File: config.mk
export PLATFORM = sky130hd
export DESIGN_NAME = fpu_noncomp_top
export DESIGN_NICKNAME = d
export VERILOG_FILES = /design/src/fpu_pkg.sv /design/src/fpu_noncomp_top.sv /design/src/fpu_opgroup_block.sv /design/src/fpu_rr_arbiter.sv /design/src/fpu_noncomp_fmt_slice.sv
export SDC_FILE = /design/constraint.sdc
export NUM_CORES = 1
export LEC_CHECK = 0
export BUFFER_PORTS_ARGS = -buffer_cell sky130_fd_sc_hd__buf_2
export CAP_MARGIN = 40
export CELL_PAD_IN_SITES_DETAIL_PLACEMENT = 2
export CELL_PAD_IN_SITES_GLOBAL_PLACEMENT = 2
export CORE_ASPECT_RATIO = 1.1
export CORE_UTILIZATION = 35
export CTS_BUF_LIST = sky130_fd_sc_hd__clkbuf_8
export DETAILED_ROUTE_END_ITERATION = 10
export GPL_TIMING_DRIVEN = 0
export PLACE_DENSITY = 0.94
export SLEW_MARGIN = 40
export SYNTH_ARGS = -nofsm -noshare
export SYNTH_HDL_FRONTEND = slang
export SYNTH_SLANG_ARGS = --single-unit
export TNS_END_PERCENT = 50
File: constraint.sdc
create_clock -name clk_i -period 5.1 [get_ports clk_i]
set_clock_uncertainty 0.05 [all_clocks]
set_input_delay 0.255 -clock clk_i [delete_from_list [all_inputs] [get_ports clk_i]]
set_output_delay 0.255 -clock clk_i [all_outputs]
set_load 0.005 [all_outputs]
File: src/fpu_pkg.sv
package fpu_pkg;

  // ----------------------------------------
  // Global widths
  // ----------------------------------------
  localparam int unsigned WIDTH       = 32;
  localparam int unsigned NUM_FORMATS = 2;
  localparam int unsigned TAG_WIDTH   = 4;

  // Exponent and mantissa widths per format
  localparam int unsigned FP32_EXP = 8;
  localparam int unsigned FP32_MAN = 23;
  localparam int unsigned FP16_EXP = 5;
  localparam int unsigned FP16_MAN = 10;

  // ----------------------------------------
  // Classify mask bit positions
  // ----------------------------------------
  localparam int unsigned CLASS_WIDTH   = 10;
  localparam int unsigned CLASS_NEG_INF = 0;
  localparam int unsigned CLASS_NEG_NRM = 1;
  localparam int unsigned CLASS_NEG_SUB = 2;
  localparam int unsigned CLASS_NEG_ZER = 3;
  localparam int unsigned CLASS_POS_ZER = 4;
  localparam int unsigned CLASS_POS_SUB = 5;
  localparam int unsigned CLASS_POS_NRM = 6;
  localparam int unsigned CLASS_POS_INF = 7;
  localparam int unsigned CLASS_SNAN    = 8;
  localparam int unsigned CLASS_QNAN    = 9;

  // ----------------------------------------
  // Enumerations
  // ----------------------------------------
  typedef enum logic {
    FP32 = 1'b0,
    FP16 = 1'b1
  } fp_format_e;

  typedef enum logic [3:0] {
    MIN   = 4'd0,
    MAX   = 4'd1,
    FEQ   = 4'd2,
    FLT   = 4'd3,
    FLE   = 4'd4,
    SGNJ  = 4'd5,
    SGNJN = 4'd6,
    SGNJX = 4'd7,
    CLASS = 4'd8
  } operation_e;

  // ----------------------------------------
  // Request and response types
  // ----------------------------------------
  typedef struct packed {
    logic nv;
  } status_t;

  typedef logic [TAG_WIDTH-1:0] tag_t;

  typedef struct packed {
    logic [WIDTH-1:0] operand_a;
    logic [WIDTH-1:0] operand_b;
    operation_e       op;
    fp_format_e       dst_fmt;
    tag_t             tag;
  } fpu_req_t;

  typedef struct packed {
    logic [WIDTH-1:0] result;
    status_t          status;
    tag_t             tag;
  } fpu_rsp_t;

  // ----------------------------------------
  // Format helpers
  // ----------------------------------------
  function automatic int unsigned exp_bits(input fp_format_e fmt);
    if (fmt == FP16) begin
      return FP16_EXP;
    end
    return FP32_EXP;
  endfunction

  function automatic int unsigned man_bits(input fp_format_e fmt);
    if (fmt == FP16) begin
      return FP16_MAN;
    end
    return FP32_MAN;
  endfunction

endpackage
File: src/fpu_noncomp_top.sv
module fpu_noncomp_top
  import fpu_pkg::*;
(
  input  logic     clk_i,
  input  logic     arst_n_i,
  // Request side
  input  fpu_req_t req_i,
  input  logic     in_valid_i,
  output logic     in_ready_o,
  input  logic     flush_i,
  // Response side
  output fpu_rsp_t rsp_o,
  output logic     out_valid_o,
  input  logic     out_ready_i,
  // High while any slice holds an item
  output logic     busy_o
);

  fpu_opgroup_block i_noncomp_block (
    .clk_i       ( clk_i       ),
    .arst_n_i    ( arst_n_i    ),
    .req_i       ( req_i       ),
    .in_valid_i  ( in_valid_i  ),
    .in_ready_o  ( in_ready_o  ),
    .flush_i     ( flush_i     ),
    .rsp_o       ( rsp_o       ),
    .out_valid_o ( out_valid_o ),
    .out_ready_i ( out_ready_i ),
    .busy_o      ( busy_o      )
  );

endmodule

File: src/fpu_opgroup_block.sv
module fpu_opgroup_block
  import fpu_pkg::*;
(
  input  logic     clk_i,
  input  logic     arst_n_i,
  input  fpu_req_t req_i,
  input  logic     in_valid_i,
  output logic     in_ready_o,
  input  logic     flush_i,
  output fpu_rsp_t rsp_o,
  output logic     out_valid_o,
  input  logic     out_ready_i,
  output logic     busy_o
);

  logic [NUM_FORMATS-1:0]     fmt_in_ready;
  logic [NUM_FORMATS-1:0]     fmt_out_valid;
  logic [NUM_FORMATS-1:0]     fmt_out_ready;
  logic [NUM_FORMATS-1:0]     fmt_busy;
  fpu_rsp_t [NUM_FORMATS-1:0] fmt_rsp;

  // ----------------------------------------
  // Input steering
  // ----------------------------------------
  // Only the destination slice decides readiness
  assign in_ready_o = fmt_in_ready[req_i.dst_fmt];

  for (genvar fmt = 0; fmt < NUM_FORMATS; fmt++) begin : gen_parallel_slices
    logic in_valid;

    assign in_valid = in_valid_i & (req_i.dst_fmt == fp_format_e'(fmt));

    fpu_noncomp_fmt_slice #(
      .FpFormat ( fp_format_e'(fmt) )
    ) i_fmt_slice (
      .clk_i       ( clk_i              ),
      .arst_n_i    ( arst_n_i           ),
      .req_i       ( req_i              ),
      .in_valid_i  ( in_valid           ),
      .in_ready_o  ( fmt_in_ready[fmt]  ),
      .flush_i     ( flush_i            ),
      .rsp_o       ( fmt_rsp[fmt]       ),
      .out_valid_o ( fmt_out_valid[fmt] ),
      .out_ready_i ( fmt_out_ready[fmt] ),
      .busy_o      ( fmt_busy[fmt]      )
    );
  end

  // ----------------------------------------
  // Output arbitration
  // ----------------------------------------
  fpu_rr_arbiter i_arbiter (
    .clk_i       ( clk_i         ),
    .arst_n_i    ( arst_n_i      ),
    .flush_i     ( flush_i       ),
    .req_valid_i ( fmt_out_valid ),
    .req_ready_o ( fmt_out_ready ),
    .req_rsp_i   ( fmt_rsp       ),
    .out_valid_o ( out_valid_o   ),
    .out_ready_i ( out_ready_i   ),
    .rsp_o       ( rsp_o         )
  );

  assign busy_o = |fmt_busy;

endmodule

File: src/fpu_rr_arbiter.sv
module fpu_rr_arbiter
  import fpu_pkg::*;
(
  input  logic                       clk_i,
  input  logic                       arst_n_i,
  input  logic                       flush_i,
  input  logic [NUM_FORMATS-1:0]     req_valid_i,
  output logic [NUM_FORMATS-1:0]     req_ready_o,
  input  fpu_rsp_t [NUM_FORMATS-1:0] req_rsp_i,
  output logic                       out_valid_o,
  input  logic                       out_ready_i,
  output fpu_rsp_t                   rsp_o
);

  fp_format_e rr_q;
  fp_format_e lock_idx_q;
  logic       lock_q;
  fp_format_e rr_pick;
  fp_format_e grant;

  // ----------------------------------------
  // Round-robin search
  // ----------------------------------------
  // First valid input at or after the pointer
  always_comb begin : rr_search
    int unsigned cand;
    logic        found;
    rr_pick = rr_q;
    found   = 1'b0;
    for (int unsigned i = 0; i < NUM_FORMATS; i++) begin
      cand = (rr_q + i) % NUM_FORMATS;
      if (!found && req_valid_i[cand]) begin
        rr_pick = fp_format_e'(cand);
        found   = 1'b1;
      end
    end
  end

  // A stalled output keeps its winner until it is taken
  assign grant       = lock_q ? lock_idx_q : rr_pick;
  assign out_valid_o = req_valid_i[grant];
  assign rsp_o       = req_rsp_i[grant];

  always_comb begin : ready_demux
    req_ready_o        = '0;
    req_ready_o[grant] = out_ready_i;
  end

  // ----------------------------------------
  // Pointer and lock state
  // ----------------------------------------
  always_ff @(posedge clk_i or negedge arst_n_i) begin
    if (!arst_n_i) begin
      rr_q       <= FP32;
      lock_q     <= 1'b0;
      lock_idx_q <= FP32;
    end else if (flush_i) begin
      rr_q   <= FP32;
      lock_q <= 1'b0;
    end else begin
      lock_q     <= out_valid_o & ~out_ready_i;
      lock_idx_q <= grant;
      // Next search starts one past the winner
      if (out_valid_o && out_ready_i) begin
        rr_q <= fp_format_e'((grant + 1) % NUM_FORMATS);
      end
    end
  end

endmodule

File: src/fpu_noncomp_fmt_slice.sv
module fpu_noncomp_fmt_slice
  import fpu_pkg::*;
#(
  parameter fp_format_e FpFormat = FP32
) (
  input  logic     clk_i,
  input  logic     arst_n_i,
  input  fpu_req_t req_i,
  input  logic     in_valid_i,
  output logic     in_ready_o,
  input  logic     flush_i,
  output fpu_rsp_t rsp_o,
  output logic     out_valid_o,
  input  logic     out_ready_i,
  output logic     busy_o
);

  localparam int unsigned EXP_BITS = exp_bits(FpFormat);
  localparam int unsigned MAN_BITS = man_bits(FpFormat);
  localparam int unsigned FP_W     = 1 + EXP_BITS + MAN_BITS;

  // Positive quiet NaN with only the top mantissa bit set
  localparam logic [FP_W-1:0] CANON_NAN = {1'b0, {EXP_BITS{1'b1}}, 1'b1, {(MAN_BITS-1){1'b0}}};

  typedef struct packed {
    logic sign;
    logic is_zero;
    logic is_subnormal;
    logic is_normal;
    logic is_inf;
    logic is_snan;
    logic is_qnan;
  } fp_info_t;

  function automatic fp_info_t classify(input logic [FP_W-1:0] v);
    logic [EXP_BITS-1:0] exp_f;
    logic [MAN_BITS-1:0] man_f;
    fp_info_t            info;
    exp_f             = v[FP_W-2 -: EXP_BITS];
    man_f             = v[MAN_BITS-1:0];
    info.sign         = v[FP_W-1];
    info.is_zero      = (exp_f == '0) && (man_f == '0);
    info.is_subnormal = (exp_f == '0) && (man_f != '0);
    info.is_normal    = (exp_f != '0) && (exp_f != '1);
    info.is_inf       = (exp_f == '1) && (man_f == '0);
    info.is_snan      = (exp_f == '1) && (man_f != '0) && !man_f[MAN_BITS-1];
    info.is_qnan      = (exp_f == '1) && man_f[MAN_BITS-1];
    return info;
  endfunction

  logic [FP_W-1:0]        val_a, val_b;
  logic [FP_W-2:0]        mag_a, mag_b;
  logic [FP_W-1:0]        fp_res;
  logic [WIDTH-1:0]       fp_res_boxed;
  logic [WIDTH-1:0]       int_res;
  logic                   int_res_sel;
  logic                   nv;
  fp_info_t               info_a, info_b;
  logic                   a_nan, b_nan, any_nan, any_snan, both_zero;
  logic                   ord_lt, ieee_eq, ieee_lt;
  logic [CLASS_WIDTH-1:0] class_mask;
  fpu_rsp_t               rsp_d, rsp_q;
  logic                   out_valid_q;

  // ----------------------------------------
  // Operand unpacking and result boxing
  // ----------------------------------------
  if (FP_W < WIDTH) begin : gen_nan_box
    // Operands without a full box of ones read as canonical NaN
    assign val_a = (&req_i.operand_a[WIDTH-1:FP_W]) ? req_i.operand_a[FP_W-1:0] : CANON_NAN;
    assign val_b = (&req_i.operand_b[WIDTH-1:FP_W]) ? req_i.operand_b[FP_W-1:0] : CANON_NAN;
    assign fp_res_boxed = {{(WIDTH-FP_W){1'b1}}, fp_res};
  end else begin : gen_full_width
    assign val_a        = req_i.operand_a;
    assign val_b        = req_i.operand_b;
    assign fp_res_boxed = fp_res;
  end

  assign mag_a  = val_a[FP_W-2:0];
  assign mag_b  = val_b[FP_W-2:0];
  assign info_a = classify(val_a);
  assign info_b = classify(val_b);

  assign a_nan     = info_a.is_snan | info_a.is_qnan;
  assign b_nan     = info_b.is_snan | info_b.is_qnan;
  assign any_nan   = a_nan | b_nan;
  assign any_snan  = info_a.is_snan | info_b.is_snan;
  assign both_zero = info_a.is_zero & info_b.is_zero;

  // Total order on sign and magnitude, so -0 sorts below +0
  always_comb begin : ord_cmp
    if (info_a.sign != info_b.sign) begin
      ord_lt = info_a.sign;
    end else if (info_a.sign) begin
      ord_lt = mag_a > mag_b;
    end else begin
      ord_lt = mag_a < mag_b;
    end
  end

  // IEEE compares treat both zeros as equal
  assign ieee_eq = (val_a == val_b) | both_zero;
  assign ieee_lt = ord_lt & ~both_zero;

  always_comb begin : class_enc
    class_mask = '0;
    if (info_a.is_snan) begin
      class_mask[CLASS_SNAN] = 1'b1;
    end else if (info_a.is_qnan) begin
      class_mask[CLASS_QNAN] = 1'b1;
    end else if (info_a.is_inf) begin
      class_mask[info_a.sign ? CLASS_NEG_INF : CLASS_POS_INF] = 1'b1;
    end else if (info_a.is_normal) begin
      class_mask[info_a.sign ? CLASS_NEG_NRM : CLASS_POS_NRM] = 1'b1;
    end else if (info_a.is_subnormal) begin
      class_mask[info_a.sign ? CLASS_NEG_SUB : CLASS_POS_SUB] = 1'b1;
    end else begin
      class_mask[info_a.sign ? CLASS_NEG_ZER : CLASS_POS_ZER] = 1'b1;
    end
  end

  // ----------------------------------------
  // Operation select
  // ----------------------------------------
  always_comb begin : op_sel
    fp_res      = CANON_NAN;
    int_res     = '0;
    int_res_sel = 1'b0;
    nv          = 1'b0;
    case (req_i.op)
      MIN, MAX: begin
        nv = any_snan;
        if (a_nan && b_nan) begin
          fp_res = CANON_NAN;
        end else if (a_nan) begin
          fp_res = val_b;
        end else if (b_nan) begin
          fp_res = val_a;
        end else if (req_i.op == MIN) begin
          fp_res = ord_lt ? val_a : val_b;
        end else begin
          fp_res = ord_lt ? val_b : val_a;
        end
      end
      FEQ: begin
        int_res_sel = 1'b1;
        nv          = any_snan;
        int_res[0]  = ~any_nan & ieee_eq;
      end
      FLT: begin
        int_res_sel = 1'b1;
        nv          = any_nan;
        int_res[0]  = ~any_nan & ieee_lt;
      end
      FLE: begin
        int_res_sel = 1'b1;
        nv          = any_nan;
        int_res[0]  = ~any_nan & (ieee_lt | ieee_eq);
      end
      SGNJ:  fp_res = {info_b.sign, mag_a};
      SGNJN: fp_res = {~info_b.sign, mag_a};
      SGNJX: fp_res = {info_a.sign ^ info_b.sign, mag_a};
      CLASS: begin
        int_res_sel = 1'b1;
        int_res     = WIDTH'(class_mask);
      end
      default: ;
    endcase
  end

  assign rsp_d.result    = int_res_sel ? int_res : fp_res_boxed;
  assign rsp_d.status.nv = nv;
  assign rsp_d.tag       = req_i.tag;

  // ----------------------------------------
  // Output register
  // ----------------------------------------
  // Accepts while empty or while the held item drains this cycle
  assign in_ready_o = ~out_valid_q | out_ready_i;

  always_ff @(posedge clk_i or negedge arst_n_i) begin
    if (!arst_n_i) begin
      out_valid_q <= 1'b0;
    end else if (flush_i) begin
      out_valid_q <= 1'b0;
    end else if (in_ready_o) begin
      out_valid_q <= in_valid_i;
    end
  end

  always_ff @(posedge clk_i) begin
    if (in_valid_i && in_ready_o) begin
      rsp_q <= rsp_d;
    end
  end

  assign rsp_o       = rsp_q;
  assign out_valid_o = out_valid_q;
  assign busy_o      = out_valid_q;

endmodule

Word level (Yosys, flattened, before mapping)
Index checks and enable logic that the tools add are counted.

word-level totals
  bits in registers = 79
  input bits = 78
  output and inout port bits = 40
  logic and storage cells = 255

operators by class
  $add $sub $neg = 2
  order comparisons = 25
  equal/unequal tests = 18
  multiplexer cells = 91
  bitwise operators = 40
  reduce and logical (&&, ||, !) cells = 67

operators with widths
  kind                                                               count
  2-to-1 mux 32 bit                                                  7
  2-to-1 mux 16 bit                                                  9
  case mux 32 bit (4 select lines)                                   1
  2-to-1 mux 37 bit                                                  2
  case mux 16 bit (4 select lines)                                   1
  2-to-1 mux 10 bit                                                  6
  logical NOT 23 bit                                                 2
  nonzero test 23 bit                                                2
  < comparator 3 x 5 -> 1 bit, second input constant                 8
  2-to-1 mux 1 bit                                                   38
  logical AND 1 bit                                                  37
  2-to-1 mux 9 bit                                                   4
  demux 1 bit (select 4 bit)                                         8
  equality test 32 bit                                               1
  AND reduction 16 bit                                               2
  > comparator 31 bit                                                1
  < comparator 31 bit                                                1
  greater-or-equal comparator 3 x 1 -> 1 bit, second input constant  8
  2-to-1 mux 3 bit                                                   8
  logical NOT 10 bit                                                 2
  nonzero test 10 bit                                                2
  equality test 16 bit                                               1
  equality test 4 x 3 -> 1 bit, second input constant                4
  equality test 8 bit, second input constant                         2
  other kinds (31)                                                   86

Longest topological paths before layout
Gate-level depths: netlist of run 1.

  depth in word-level cells = 15
  depth in mapped cells = 18
  gate-level depth less buffers = 15

Modules after synthesis
From an unflattened synthesis of run 1, not the netlist that was laid out.

unflattened totals
  cell total of the unflattened synthesis = 820
  area, all modules = 6,696.4 um2

modules (own cells, without submodules)
  module                                                                      times used  cells each  area each (um2)  sequential area each (um2)
  fpu_noncomp_fmt_slice (i_noncomp_block.gen_parallel_slices[0].i_fmt_slice)  1           315         3,025.4          1,136.1
  fpu_noncomp_fmt_slice (i_noncomp_block.gen_parallel_slices[1].i_fmt_slice)  1           302         2,424.8          685.7
  fpu_rr_arbiter                                                              1           199         1,208.7          75.1
  fpu_opgroup_block                                                           1           4           37.5             0.0

Worst setup path after synthesis of run 1
No wires, ideal clock.

  path type = input -> register
  start point = in req_i[36] (netlist name)
  end point = reg i_noncomp_block.gen_parallel_slices[1].i_fmt_slice.rsp_q (netlist bit i_noncomp_block.gen_parallel_slices[1].i_fmt_slice.rsp_o[15]) (data pin)
  library setup time = 259 ps
  arrival = 3,582 ps
  required time = 4,791 ps
  path slack = 1,209 ps
  stages = 17
  buffers on the path = 3
  cell sequence = nand4_2 -> or4_1 -> buf_2 -> clkbuf_1 -> nor2_1 -> ha_1 -> and4_1 -> nand2_1 -> nor3_1 -> nand4_1 -> o221ai_2 -> mux2_4 -> xnor2_4 -> a21oi_2 -> buf_6 -> a21oi_2 -> o31a_1

between the ends
  cells in the longest elaborated chain, start to end = 12
  elaborated cells between the ends (all ways) = 23
  classes of those cells = order compare: 2; eq/ne: 2; mux: 11; bitwise: 1; reduce/logical: 7

ends and longest elaborated chain
  element                                                     RTL line                                                    text
  from (decl)                                                 fpu_noncomp_top.sv:7                                        input fpu_req_t req_i,
  AND reduction 16 bit *                                      fpu_noncomp_fmt_slice.sv:71                                 assign val_b = (&req_i.operand_b[WIDTH-1:FP_W]) ? req_i.operand_b[FP_W-1:0] : CANON_NAN;
  2-to-1 mux 16 bit *                                         fpu_noncomp_fmt_slice.sv:71
  < comparator 15 bit or > comparator 15 bit (tied branches)  fpu_noncomp_fmt_slice.sv:97, fpu_noncomp_fmt_slice.sv:95
  2-to-1 mux 1 bit                                            fpu_noncomp_fmt_slice.sv:94                                 end else if (info_a.sign) begin
  2-to-1 mux 1 bit                                            fpu_noncomp_fmt_slice.sv:92                                 if (info_a.sign != info_b.sign) begin
  2-to-1 mux 16 bit (on tied branches)                        fpu_noncomp_fmt_slice.sv:142, fpu_noncomp_fmt_slice.sv:140
  2-to-1 mux 16 bit                                           fpu_noncomp_fmt_slice.sv:139                                end else if (req_i.op == MIN) begin
  2-to-1 mux 16 bit                                           fpu_noncomp_fmt_slice.sv:137                                end else if (b_nan) begin
  2-to-1 mux 16 bit                                           fpu_noncomp_fmt_slice.sv:135                                end else if (a_nan) begin
  2-to-1 mux 16 bit *                                         fpu_noncomp_fmt_slice.sv:133                                if (a_nan && b_nan) begin
  case mux 16 bit (4 select lines) *                          fpu_noncomp_fmt_slice.sv:130                                case (req_i.op)
  2-to-1 mux 16 bit *                                         fpu_noncomp_fmt_slice.sv:171                                assign rsp_d.result = int_res_sel ? int_res : fp_res_boxed;
  to (signal assigned)                                        fpu_noncomp_fmt_slice.sv:193                                rsp_q <= rsp_d;
  to (decl)                                                   fpu_noncomp_fmt_slice.sv:62                                 fpu_rsp_t rsp_d, rsp_q;

Every way passes the cells marked *; elsewhere a longest branch is shown, timed or not.
A chain may end at the register's enable or synchronous reset.

==> results of run 1 <==
[sequential cells by signal, summed over array words and instances (netlist names)]
register	cells
i_noncomp_block.gen_parallel_slices.i_fmt_slice.busy_o	2
i_noncomp_block.gen_parallel_slices.i_fmt_slice.rsp_o	59
i_noncomp_block.i_arbiter.lock_idx_q	1
i_noncomp_block.i_arbiter.lock_q	1
i_noncomp_block.i_arbiter.rr_q	1
[layout make-up]
cell class,instances,area (sq um),area share
plain buffers,25,106.4,0.01574
clock buffers,9,123.9,0.01833
clock inverters,7,87.58,0.01296
inverters,48,180.2,0.02666
multi-input cells,472,3452,0.5108
flip-flops and latches,64,1897,0.2807
well taps,200,250.2,0.03703
repair buffers,122,660.6,0.09776
[synthesized netlist by cell type, drive strengths merged, types with 16 or more instances]
| master | number |
|---|---|
| edfxtp | 59 |
| nor2 | 50 |
| nor3 | 19 |
| a21oi | 34 |
| a221o | 18 |
| clkbuf | 22 |
| o21ai | 24 |
| a21o | 26 |
| ha | 43 |
| mux2 | 22 |
| nand4 | 22 |
| nand2 | 38 |
| nand3 | 16 |
| nor4 | 18 |
| inv | 48 |
[metal layers]
| metal | vias up | GRT usage | routed length, um |
|---|---|---|---|
| met2 | 269 | 0.5618 | 13280 |
| li1 | 2616 | - | - |
| met4 | 0 | 0.1619 | 1107 |
| met3 | 73 | 0.04124 | 1447 |
| met5 | - | 0 | 0 |
| met1 | 3032 | 0.3782 | 10090 |
[power breakdown]
part           leakage [nW]  switching (W)  internal (W)  total, W
logic                  2.10       0.000273      0.000181  0.000454
clock network         0.114       0.000210      0.000271  0.000481
registers             0.624      0.0000129      0.000608  0.000621
total                  2.84       0.000495       0.00106   0.00156
[through the flow]
step	hold WS [ns]	instances
global route	0.02237	947
floorplan	-0.09059	609
CTS	0.01891	946
global placement	0.02220	925
finish	0.02834	947
detailed placement	0.03162	929
[worst reg2reg max path, cell delays in order (launching register included)]
cell and delay (ns):
dfrtp_1 0.52, inv_1 0.11, a21oi_1 0.15, a21oi_1 0.08
mux2i_1 0.62, clkbuf_1 0.44, nand2_1 0.21, a21oi_4 0.28
buf_8 0.23
[worst paths after layout]
check                                                                 start                                                to  depth (start not counted)
max in group asynchronous                                          arst_n_i                                         async pin                          2
max                                                               req_i[31]                                         flip-flop                         19
min                                                                req_i[1]                                         flip-flop                          1
max reg2reg                                                       flip-flop                                         flip-flop                          8
min in group asynchronous                                          arst_n_i        i_noncomp_block.i_arbiter.rr_q$_DFFE_PN0P_                          2
min reg2reg                i_noncomp_block.i_arbiter.lock_idx_q$_DFFE_PN0N_  i_noncomp_block.i_arbiter.lock_idx_q$_DFFE_PN0N_                          2
[logic make-up after synthesis]
group,after synthesis,synth area share
flops,64,0.3407
buf+inv,73,0.05101
fa+ha+maj,45,0.1005
mux,30,0.05955
compound gates,168,0.2169
xor+xnor,10,0.01910
simple gates,219,0.2124
[timing repair]
| action | CTS | global route |
|---|---|---|
| endpoints found under the hold margin | 5 | 0 |
| pin swaps | 0 | 0 |
| hold buffers | 1 | 0 |
| endpoints found under the setup margin | 10 | 12 |
| gates resized for setup | 1 | 4 |
==> metrics.cfg, run 1 <==
[status]
outcome=complete, but fails checks
violations=design-rule violations

[floorplan]
start_util=0.3566
die-area_sq_mm=0.01642
fp.dieW_um=122.3
core_region_area_sq_mm=0.01562
io_pins=118
die_h_um=134.3
fp-row-count=48

[synthesis]
synthFlopType=edfxtp_1
synth_fp_nets=730
ys_seq_area_frac=0.3407
postSynth.asyncResetShare=0.07813
yosys_warnings=0
syn_avg_cell_area_sq_um=9.143
synth.distinct_cells=65
synth_top_area_cell=edfxtp_1
netlist_area_sq_mm=0.005568
ys_seq_elements=64
synth_top_cell_area_share=0.3182
synthCells=609
synth-edff-count=59
yosys-top-cells-area=edfxtp_1, ha_1, mux2_2

[critical_path]
critical_path_required_ns=5.13
critPathMaxFanout=10
cp.arrival_ns=5.02
crit_slowest_cell=or4_1
path_delay_family=compound AO/OA/AOI/OAI gates
r2r_setup_slack_ns=2.11
crit_buf_inv=4
path_cells=buf_2, nand4_1, or4_1, buf_2, clkbuf_1, nor2_2, ha_1, a21oi_1, nor2b_1, o21ai_0, nand2b_1, a211oi_1, o221ai_2, mux2_4, xnor2_4, a21oi_2, buf_6, a21oi_2, o221ai_1
start_kind=input port
path_class=input port to flip-flop
endpoint_kind=flip-flop
critPathMaxStageDelay_ns=0.52

[finish]
fill_cells=1744
diodes=0
final_common_cell=buf_2
fin_nets=863
final_cell_mix=buf_2, edfxtp_1, inv_1, nor2_1, ha_1
postLayoutCellArea_sq_mm=0.006758
drive_above_1_share=0.2477
utilization=0.4328
syn2layout_area_growth_pct=21.37

[timing]
rsz0062_at_grt=no
final-max-slew-violation-count=0
slew_headroom=0.3904
max_clock_freq_mhz=200.5
timing.final.crit_share=0.9780
min_period_ns=4.988
hold_viol_final=0
fin_tns_setup_ns=0
layout_setup_ws_ns=0.1124
setup_viol=0
worst_slew_pin_slew_ns=0.9075

[placement]
place_area_sq_mm=0.006505
hpwlAfterDp_mm=20.48
dp_slack_ns=-0.5263
gp_congestion=0.9193
numPortBuffers=116

[clocking]
cts_tree=done
cts_sinks=64
clk_pin_slew_ns=0.08
postCtsSetupRepairBufs=0
cts_buffer_depth=2
cts_max_level=3
worstSkewPairLatency_ns=0.36
clock-root-buffer=clkbuf_8
numCtsBuffers=9

[grt]
grt_max_degree=20
overflow=0
grt_usage=0.3202
antenna_found_initial=0
grt_pass1_wl_mm=38.65
grt_pass1_vias=6482

[hold_path]
min_path_type=input port to flip-flop

[drt]
drt_wl_total_mm=25.93
avgRoutedWirePerCell_um=27.38
ant_nets=0
drtIter0Drc=507
detailroute.via_count=5990
drtPass1Iterations=8
route.detailed.drc=2
vias_per_cell=6.325

[power]
p_leak_nw=2.839
peakVddDrop_uv=110.1
total_power_w=0.001556
power.density_mw_per_mm2=230.2

[run]
max-cap-violations=0

(Power assumes the default switching activity.)
==> run 2: changes to the inputs <==
--- a/config.mk
+++ b/config.mk
@@ -5,7 +5,7 @@
 export SDC_FILE = /design/constraint.sdc
 export NUM_CORES = 1
 export LEC_CHECK = 0
-export BUFFER_PORTS_ARGS = -buffer_cell sky130_fd_sc_hd__buf_2
+export BUFFER_PORTS_ARGS = -buffer_cell sky130_fd_sc_hd__buf_4
 export CAP_MARGIN = 40
 export CELL_PAD_IN_SITES_DETAIL_PLACEMENT = 2
 export CELL_PAD_IN_SITES_GLOBAL_PLACEMENT = 2
==> metrics.cfg, run 2 (same netlist as run 1, synthesis figures left out) <==
[critical_path]
critPathMaxFanout=10  ; unchanged
path_cells=buf_4, nand4_1, or4_1, buf_2, clkbuf_1, nor2_2, ha_1, a21oi_1, nor2b_1, o21ai_0, nand2b_1, a211oi_1, o221ai_2, mux2_4, xnor2_4, a21oi_2, buf_6, a21oi_2, o221ai_1
critPathMostFrequentCell=a21oi_2
path_class=input port to flip-flop
endpoint_kind=flip-flop
critPathMaxStageDelay_ns=0.53  ; about the same
start_kind=input port
rr_worst_depth=8  ; unchanged
cp.depth=19  ; unchanged
cp.arrival_ns=5.08  ; +0.06 ns
crit_slowest_cell=or4_1
critical_path_required_ns=5.13  ; about the same
crit_buf_inv=4  ; unchanged
path_delay_family=compound AO/OA/AOI/OAI gates

[floorplan]
fp-row-count=48  ; unchanged
fp.dieW_um=122.3  ; unchanged
die_h_um=134.3  ; unchanged
start_util=0.3566  ; unchanged
io_pins=118  ; unchanged
die-area_sq_mm=0.01642  ; unchanged
core_region_area_sq_mm=0.01562  ; unchanged

[clocking]
clock-root-buffer=clkbuf_8
numCtsBuffers=9  ; unchanged
cts_max_level=3  ; unchanged
worstSkewPairLatency_ns=0.36  ; about the same
cts_buffer_depth=2  ; unchanged
clk_pin_slew_ns=0.09  ; about the same
cts_sinks=64  ; unchanged
postCtsSetupRepairBufs=0  ; unchanged
cts_tree=done

[finish]
largest_register_ffs=59  ; unchanged
fill_cells=1716  ; -1.6%
fin_nets=862  ; -0.12%
final_cell_mix=buf_4, edfxtp_1, inv_1, nor2_1, ha_1
syn2layout_area_growth_pct=25.42
final_common_cell=buf_4
drive_above_1_share=0.2430  ; -0.004704
postLayoutCellArea_sq_mm=0.006983  ; +3.3%

[drt]
ant_nets=0  ; unchanged
drt_wl_total_mm=27.84  ; +7.4%
drtIter0Drc=540  ; +6.5%
vias_per_cell=6.480  ; +2.4%
drtPass1Iterations=8  ; unchanged
route.detailed.drc=4  ; +2
avgRoutedWirePerCell_um=29.43  ; +7.5%
detailroute.via_count=6130  ; +2.3%

[hold_path]
hold_depth=1  ; unchanged
min_path_type=input port to flip-flop

[timing]
slew_headroom=0.4105  ; +0.02015
min_period_ns=5.047  ; +0.05965 ns
setup_viol=0  ; unchanged
final-max-slew-violation-count=0  ; unchanged
timing.final.crit_share=0.9897  ; +0.01170
max_clock_freq_mhz=198.1  ; -1.2%
rsz0062_at_grt=no
worst_slew_pin_slew_ns=0.8776  ; -0.02983 ns
hold_viol_final=0  ; unchanged
layout_setup_ws_ns=0.05272  ; -0.05965 ns

[power]
power.density_mw_per_mm2=218.1  ; -5.3%
peakVddDrop_uv=94.50  ; -14%
p_leak_nw=2.899  ; +2.1%

[grt]
grt_pass1_vias=6752  ; +4.2%
overflow=0  ; unchanged
grt_max_degree=20  ; unchanged
antenna_found_initial=0  ; unchanged
grt_usage=0.3446  ; +0.02433
grt_pass1_wl_mm=41.52  ; +7.4%

[status]
outcome=complete, but fails checks
violations=design-rule violations

[placement]
dp_slack_ns=-0.4150  ; +0.1112 ns
place_area_sq_mm=0.006795  ; +4.5%
gp_congestion=0.9267  ; +0.80%
numPortBuffers=116  ; unchanged
hpwlAfterDp_mm=20.88  ; +2.0%

[run]
max-cap-violations=0  ; unchanged

[run 2: final timing paths]
kind                                                                 start                                         end  slack, ns
worst max-delay path                                             req_i[31]                                   flip-flop       0.05
worst min-delay path                                              req_i[2]                                   flip-flop       0.03
worst max register to register                                   flip-flop                                   flip-flop       2.20
worst min register to register  i_noncomp_block.i_arbiter.rr_q$_DFFE_PN0P_  i_noncomp_block.i_arbiter.rr_q$_DFFE_PN0P_       0.55
max in group asynchronous                                         arst_n_i                                   async pin       4.70
min in group asynchronous                                         arst_n_i  i_noncomp_block.i_arbiter.lock_q$_DFF_PN0_       0.18
[run 2: timing repair]
action                                  CTS  global route
gates resized for setup                   1             3
endpoints found under the hold margin     5             0
pin swaps                                 0             0
endpoints found under the setup margin    1             8
hold buffers                              1             0
[run 2: stage by stage]
| stage | TNS (ns) | utilization | std cells | hold WS, ns | power (W) |
|---|---|---|---|---|---|
| final | 0 | 0.4472 | 946 | 0.03211 | 0.001523 |
| after global routing | 0 | 0.4470 | 945 | 0.02948 | 0.001561 |
| after detailed placement | -4.080 | 0.4352 | 929 | 0.01234 | 0.001120 |
| after global placement | -0.3166 | 0.4284 | 925 | 0.008514 | 0.001071 |
| after floorplan | 0 | - | 609 | -0.09059 | 0.0008501 |
| after CTS | 0 | 0.4457 | 945 | 0.03017 | 0.001507 |
[run 2: power by group]
| part | leakage, nW | internal [W] | switching (W) |
|---|---|---|---|
| registers | 0.624 | 0.000608 | 0.0000145 |
| logic | 2.19 | 0.000225 | 0.000282 |
| clock network | 0.0811 | 0.000167 | 0.000227 |
| total | 2.90 | 0.00100 | 0.000523 |
[run 2: worst register-to-register path, cell delays in order (launching register included)]
cell	delay [ns]
dfrtp_1	0.53
inv_1	0.10
a21oi_1	0.16
a21oi_1	0.08
mux2i_2	0.48
clkbuf_1	0.45
nand2_1	0.21
a21oi_4	0.28
buf_8	0.25
[run 2: routing by layer]
metal	vias up	wire (um)	GRT usage	part of all wire
met3	105	1836	0.04932	0.066
met4	0	1317	0.1856	0.047
met5	-	0	0	0
met2	347	13970	0.5964	0.50
li1	2622	-	-	-
met1	3056	10710	0.4060	0.38
[run 2: cell type report]
class                      instances  area, sq um  area share
multi-input combinational        472         3451      0.4942
sequential                        64         1897      0.2716
timing repair buffer             121        943.4      0.1351
tap                              200        250.2     0.03584
inverter                          48        180.2     0.02580
clock buffer                       9        123.9     0.01774
buffer                            25        106.4     0.01523
clock inverter                     6        28.78    0.004121
antenna                            1        2.502   0.0003584
==> run 3: changes to the inputs <==
--- a/config.mk
+++ b/config.mk
@@ -10,11 +10,11 @@
 export CELL_PAD_IN_SITES_DETAIL_PLACEMENT = 2
 export CELL_PAD_IN_SITES_GLOBAL_PLACEMENT = 2
 export CORE_ASPECT_RATIO = 1.1
-export CORE_UTILIZATION = 35
-export CTS_BUF_LIST = sky130_fd_sc_hd__clkbuf_8
+export CORE_UTILIZATION = 34
+export CTS_CLUSTER_DIAMETER = 80
 export DETAILED_ROUTE_END_ITERATION = 10
 export GPL_TIMING_DRIVEN = 0
-export PLACE_DENSITY = 0.94
+export PLACE_DENSITY = 0.92
 export SLEW_MARGIN = 40
 export SYNTH_ARGS = -nofsm -noshare
 export SYNTH_HDL_FRONTEND = slang
==> metrics.cfg, run 3 (same netlist as run 1, synthesis figures left out) <==
[status]
outcome=finished, final reports clean

[power]
p_leak_nw=2.950  ; +1.8%
power.density_mw_per_mm2=242.1  ; +11%
peakVddDrop_uv=142.7  ; +51%

[timing]
layout_setup_ws_ns=0.07753  ; +0.02481 ns
worst_slew_pin_slew_ns=0.9089  ; +0.03128 ns
min_period_ns=5.022  ; -0.02481 ns
final-max-slew-violation-count=0  ; unchanged
timing.final.crit_share=0.9848  ; -0.004865
whs_ns=0.05757  ; +0.02546 ns
hold_viol_final=0  ; unchanged
rsz0062_at_grt=no
slew_headroom=0.3895  ; -0.02101
max_clock_freq_mhz=199.1  ; +0.49%
setup_viol=0  ; unchanged

[grt]
grt_usage=0.3240  ; -0.02055
overflow=0  ; unchanged
grt_pass1_vias=6508  ; -3.6%
grt_max_degree=20  ; unchanged
antenna_found_initial=2  ; +2
grt_pass1_wl_mm=39.92  ; -3.9%
busiest_layer=met2
use_met3=0.05117  ; +0.001855
met2_usage=0.5617  ; -0.03471
met1_usage=0.3905  ; -0.01550

[critical_path]
path_cells=buf_4, and4_1, and4_1, clkbuf_2, buf_2, nand2b_1, ha_1, and4_1, nand2_1, nor3_2, nand4_1, o221ai_2, mux2_4, xnor2_4, a21oi_2, buf_6, a21oi_2, o221ai_1
cp.depth=18  ; -1
crit_buf_inv=4  ; unchanged
rr_worst_depth=8  ; unchanged
critical_path_required_ns=5.04  ; -0.09 ns
crit_slowest_cell=mux2_4
path_delay_family=simple AND/OR/NAND/NOR gates
critPathLaunch=req_i[63]
start_kind=input port
r2r_setup_slack_ns=2.11  ; -0.09 ns
critPathMaxFanout=10  ; unchanged
endpoint_kind=flip-flop
cp.arrival_ns=4.97  ; -0.11 ns
critPathMaxStageDelay_ns=0.36  ; -0.17 ns
path_class=input port to flip-flop
critPathMostFrequentCell=and4_1

[floorplan]
die-area_sq_mm=0.01689  ; +2.9%
fp-row-count=48  ; unchanged
die_h_um=136.2  ; +1.4%
io_pins=118  ; unchanged
fp.dieW_um=124.0  ; +1.4%
core_region_area_sq_mm=0.01586  ; +1.5%
start_util=0.3512  ; -0.005403

[placement]
hpwlAfterDp_mm=21.04  ; +0.77%
numPortBuffers=116  ; unchanged
place_area_sq_mm=0.006790  ; about the same
dp_slack_ns=-0.6326  ; -0.2175 ns
gp_congestion=0.9159  ; -1.2%

[clocking]
clock-root-buffer=clkbuf_16
cts_sinks=64  ; unchanged
cts_tree=done
numCtsBuffers=9  ; unchanged
worstSkewPairLatency_ns=0.33  ; -0.03 ns
cts_buffer_depth=2  ; unchanged
clk_pin_slew_ns=0.06  ; -0.03 ns
cts_max_level=3  ; unchanged

[finish]
utilization=0.4483  ; +0.001115
fill_cells=1747  ; +1.8%
syn2layout_area_growth_pct=27.66
final_cell_mix=buf_4, edfxtp_1, inv_1, nor2_1, ha_1
final_common_cell=buf_4
largest_register_ffs=59  ; unchanged
fin_nets=861  ; -0.12%
postLayoutCellArea_sq_mm=0.007108  ; +1.8%
drive_above_1_share=0.2446  ; +0.001671

[hold_path]
min-delay-start=req_i[3]
min_path_type=input port to flip-flop

[drt]
detailroute.via_count=6035  ; -1.5%
drt_wl_total_mm=26.56  ; -4.6%
avgRoutedWirePerCell_um=28.11  ; -4.5%
drtIter0Drc=473  ; -12%
route.detailed.drc=0  ; -4
vias_per_cell=6.386  ; -1.4%
ant_nets=0  ; unchanged
drtPass1Iterations=5  ; -3

[run]
max-cap-violations=0  ; unchanged

run 3: per-stage QoR:
stage               total power, W  setup TNS (ns)  cells
global placement          0.001070          -1.912    925
detailed placement        0.001121          -5.569    929
floorplan                0.0008501               0    609
finish                    0.001721               0    945
CTS                       0.001717               0    945
global route              0.001771               0    944
run 3: worst min path at each step:
stage	end	slack (ns)	cells after the start
global route	flip-flop	0.05	1
floorplan	async pin	-0.09	0
CTS	flip-flop	0.05	1
detailed placement	i_noncomp_block.i_arbiter.lock_q$_DFF_PN0_	0.01	1
finish	flip-flop	0.06	1
global placement	i_noncomp_block.i_arbiter.lock_q$_DFF_PN0_	0.009	1
run 3: routing by layer:
metal | vias to the layer above | share of wire
met1 | 2989 | 0.39
met5 | - | 0.00034
met4 | 2 | 0.041
met3 | 85 | 0.065
li1 | 2625 | -
met2 | 334 | 0.50
run 3: area by class of cell:
| cell class | count | area, sq um | share of cell area |
|---|---|---|---|
| Buffer | 24 | 102.6 | 0.01443 |
| Tap cell | 200 | 250.2 | 0.03521 |
| Antenna cell | 1 | 2.502 | 0.0003521 |
| Clock buffer | 10 | 229.0 | 0.03221 |
| Inverter | 48 | 180.2 | 0.02535 |
| Timing Repair Buffer | 121 | 943.4 | 0.1327 |
| Multi-Input combinational cell | 472 | 3455 | 0.4860 |
| Sequential cell | 64 | 1897 | 0.2669 |
| Clock inverter | 5 | 48.80 | 0.006865 |
run 3: power breakdown:
part / leakage (nW) / internal [W] / total [W] / switching (W)
Combinational: 2.20 / 0.000224 / 0.000502 / 0.000278
Clock: 0.131 / 0.000370 / 0.000596 / 0.000225
Sequential: 0.624 / 0.000609 / 0.000623 / 0.0000140
Total: 2.95 / 0.00120 / 0.00172 / 0.000517
run 3: repair_timing:
item	4_1_cts	5_1_grt
setup buffers	0	0
hold endpoints to repair	5	0
setup endpoints to repair	13	9
resized for setup	3	4
hold buffers	1	0
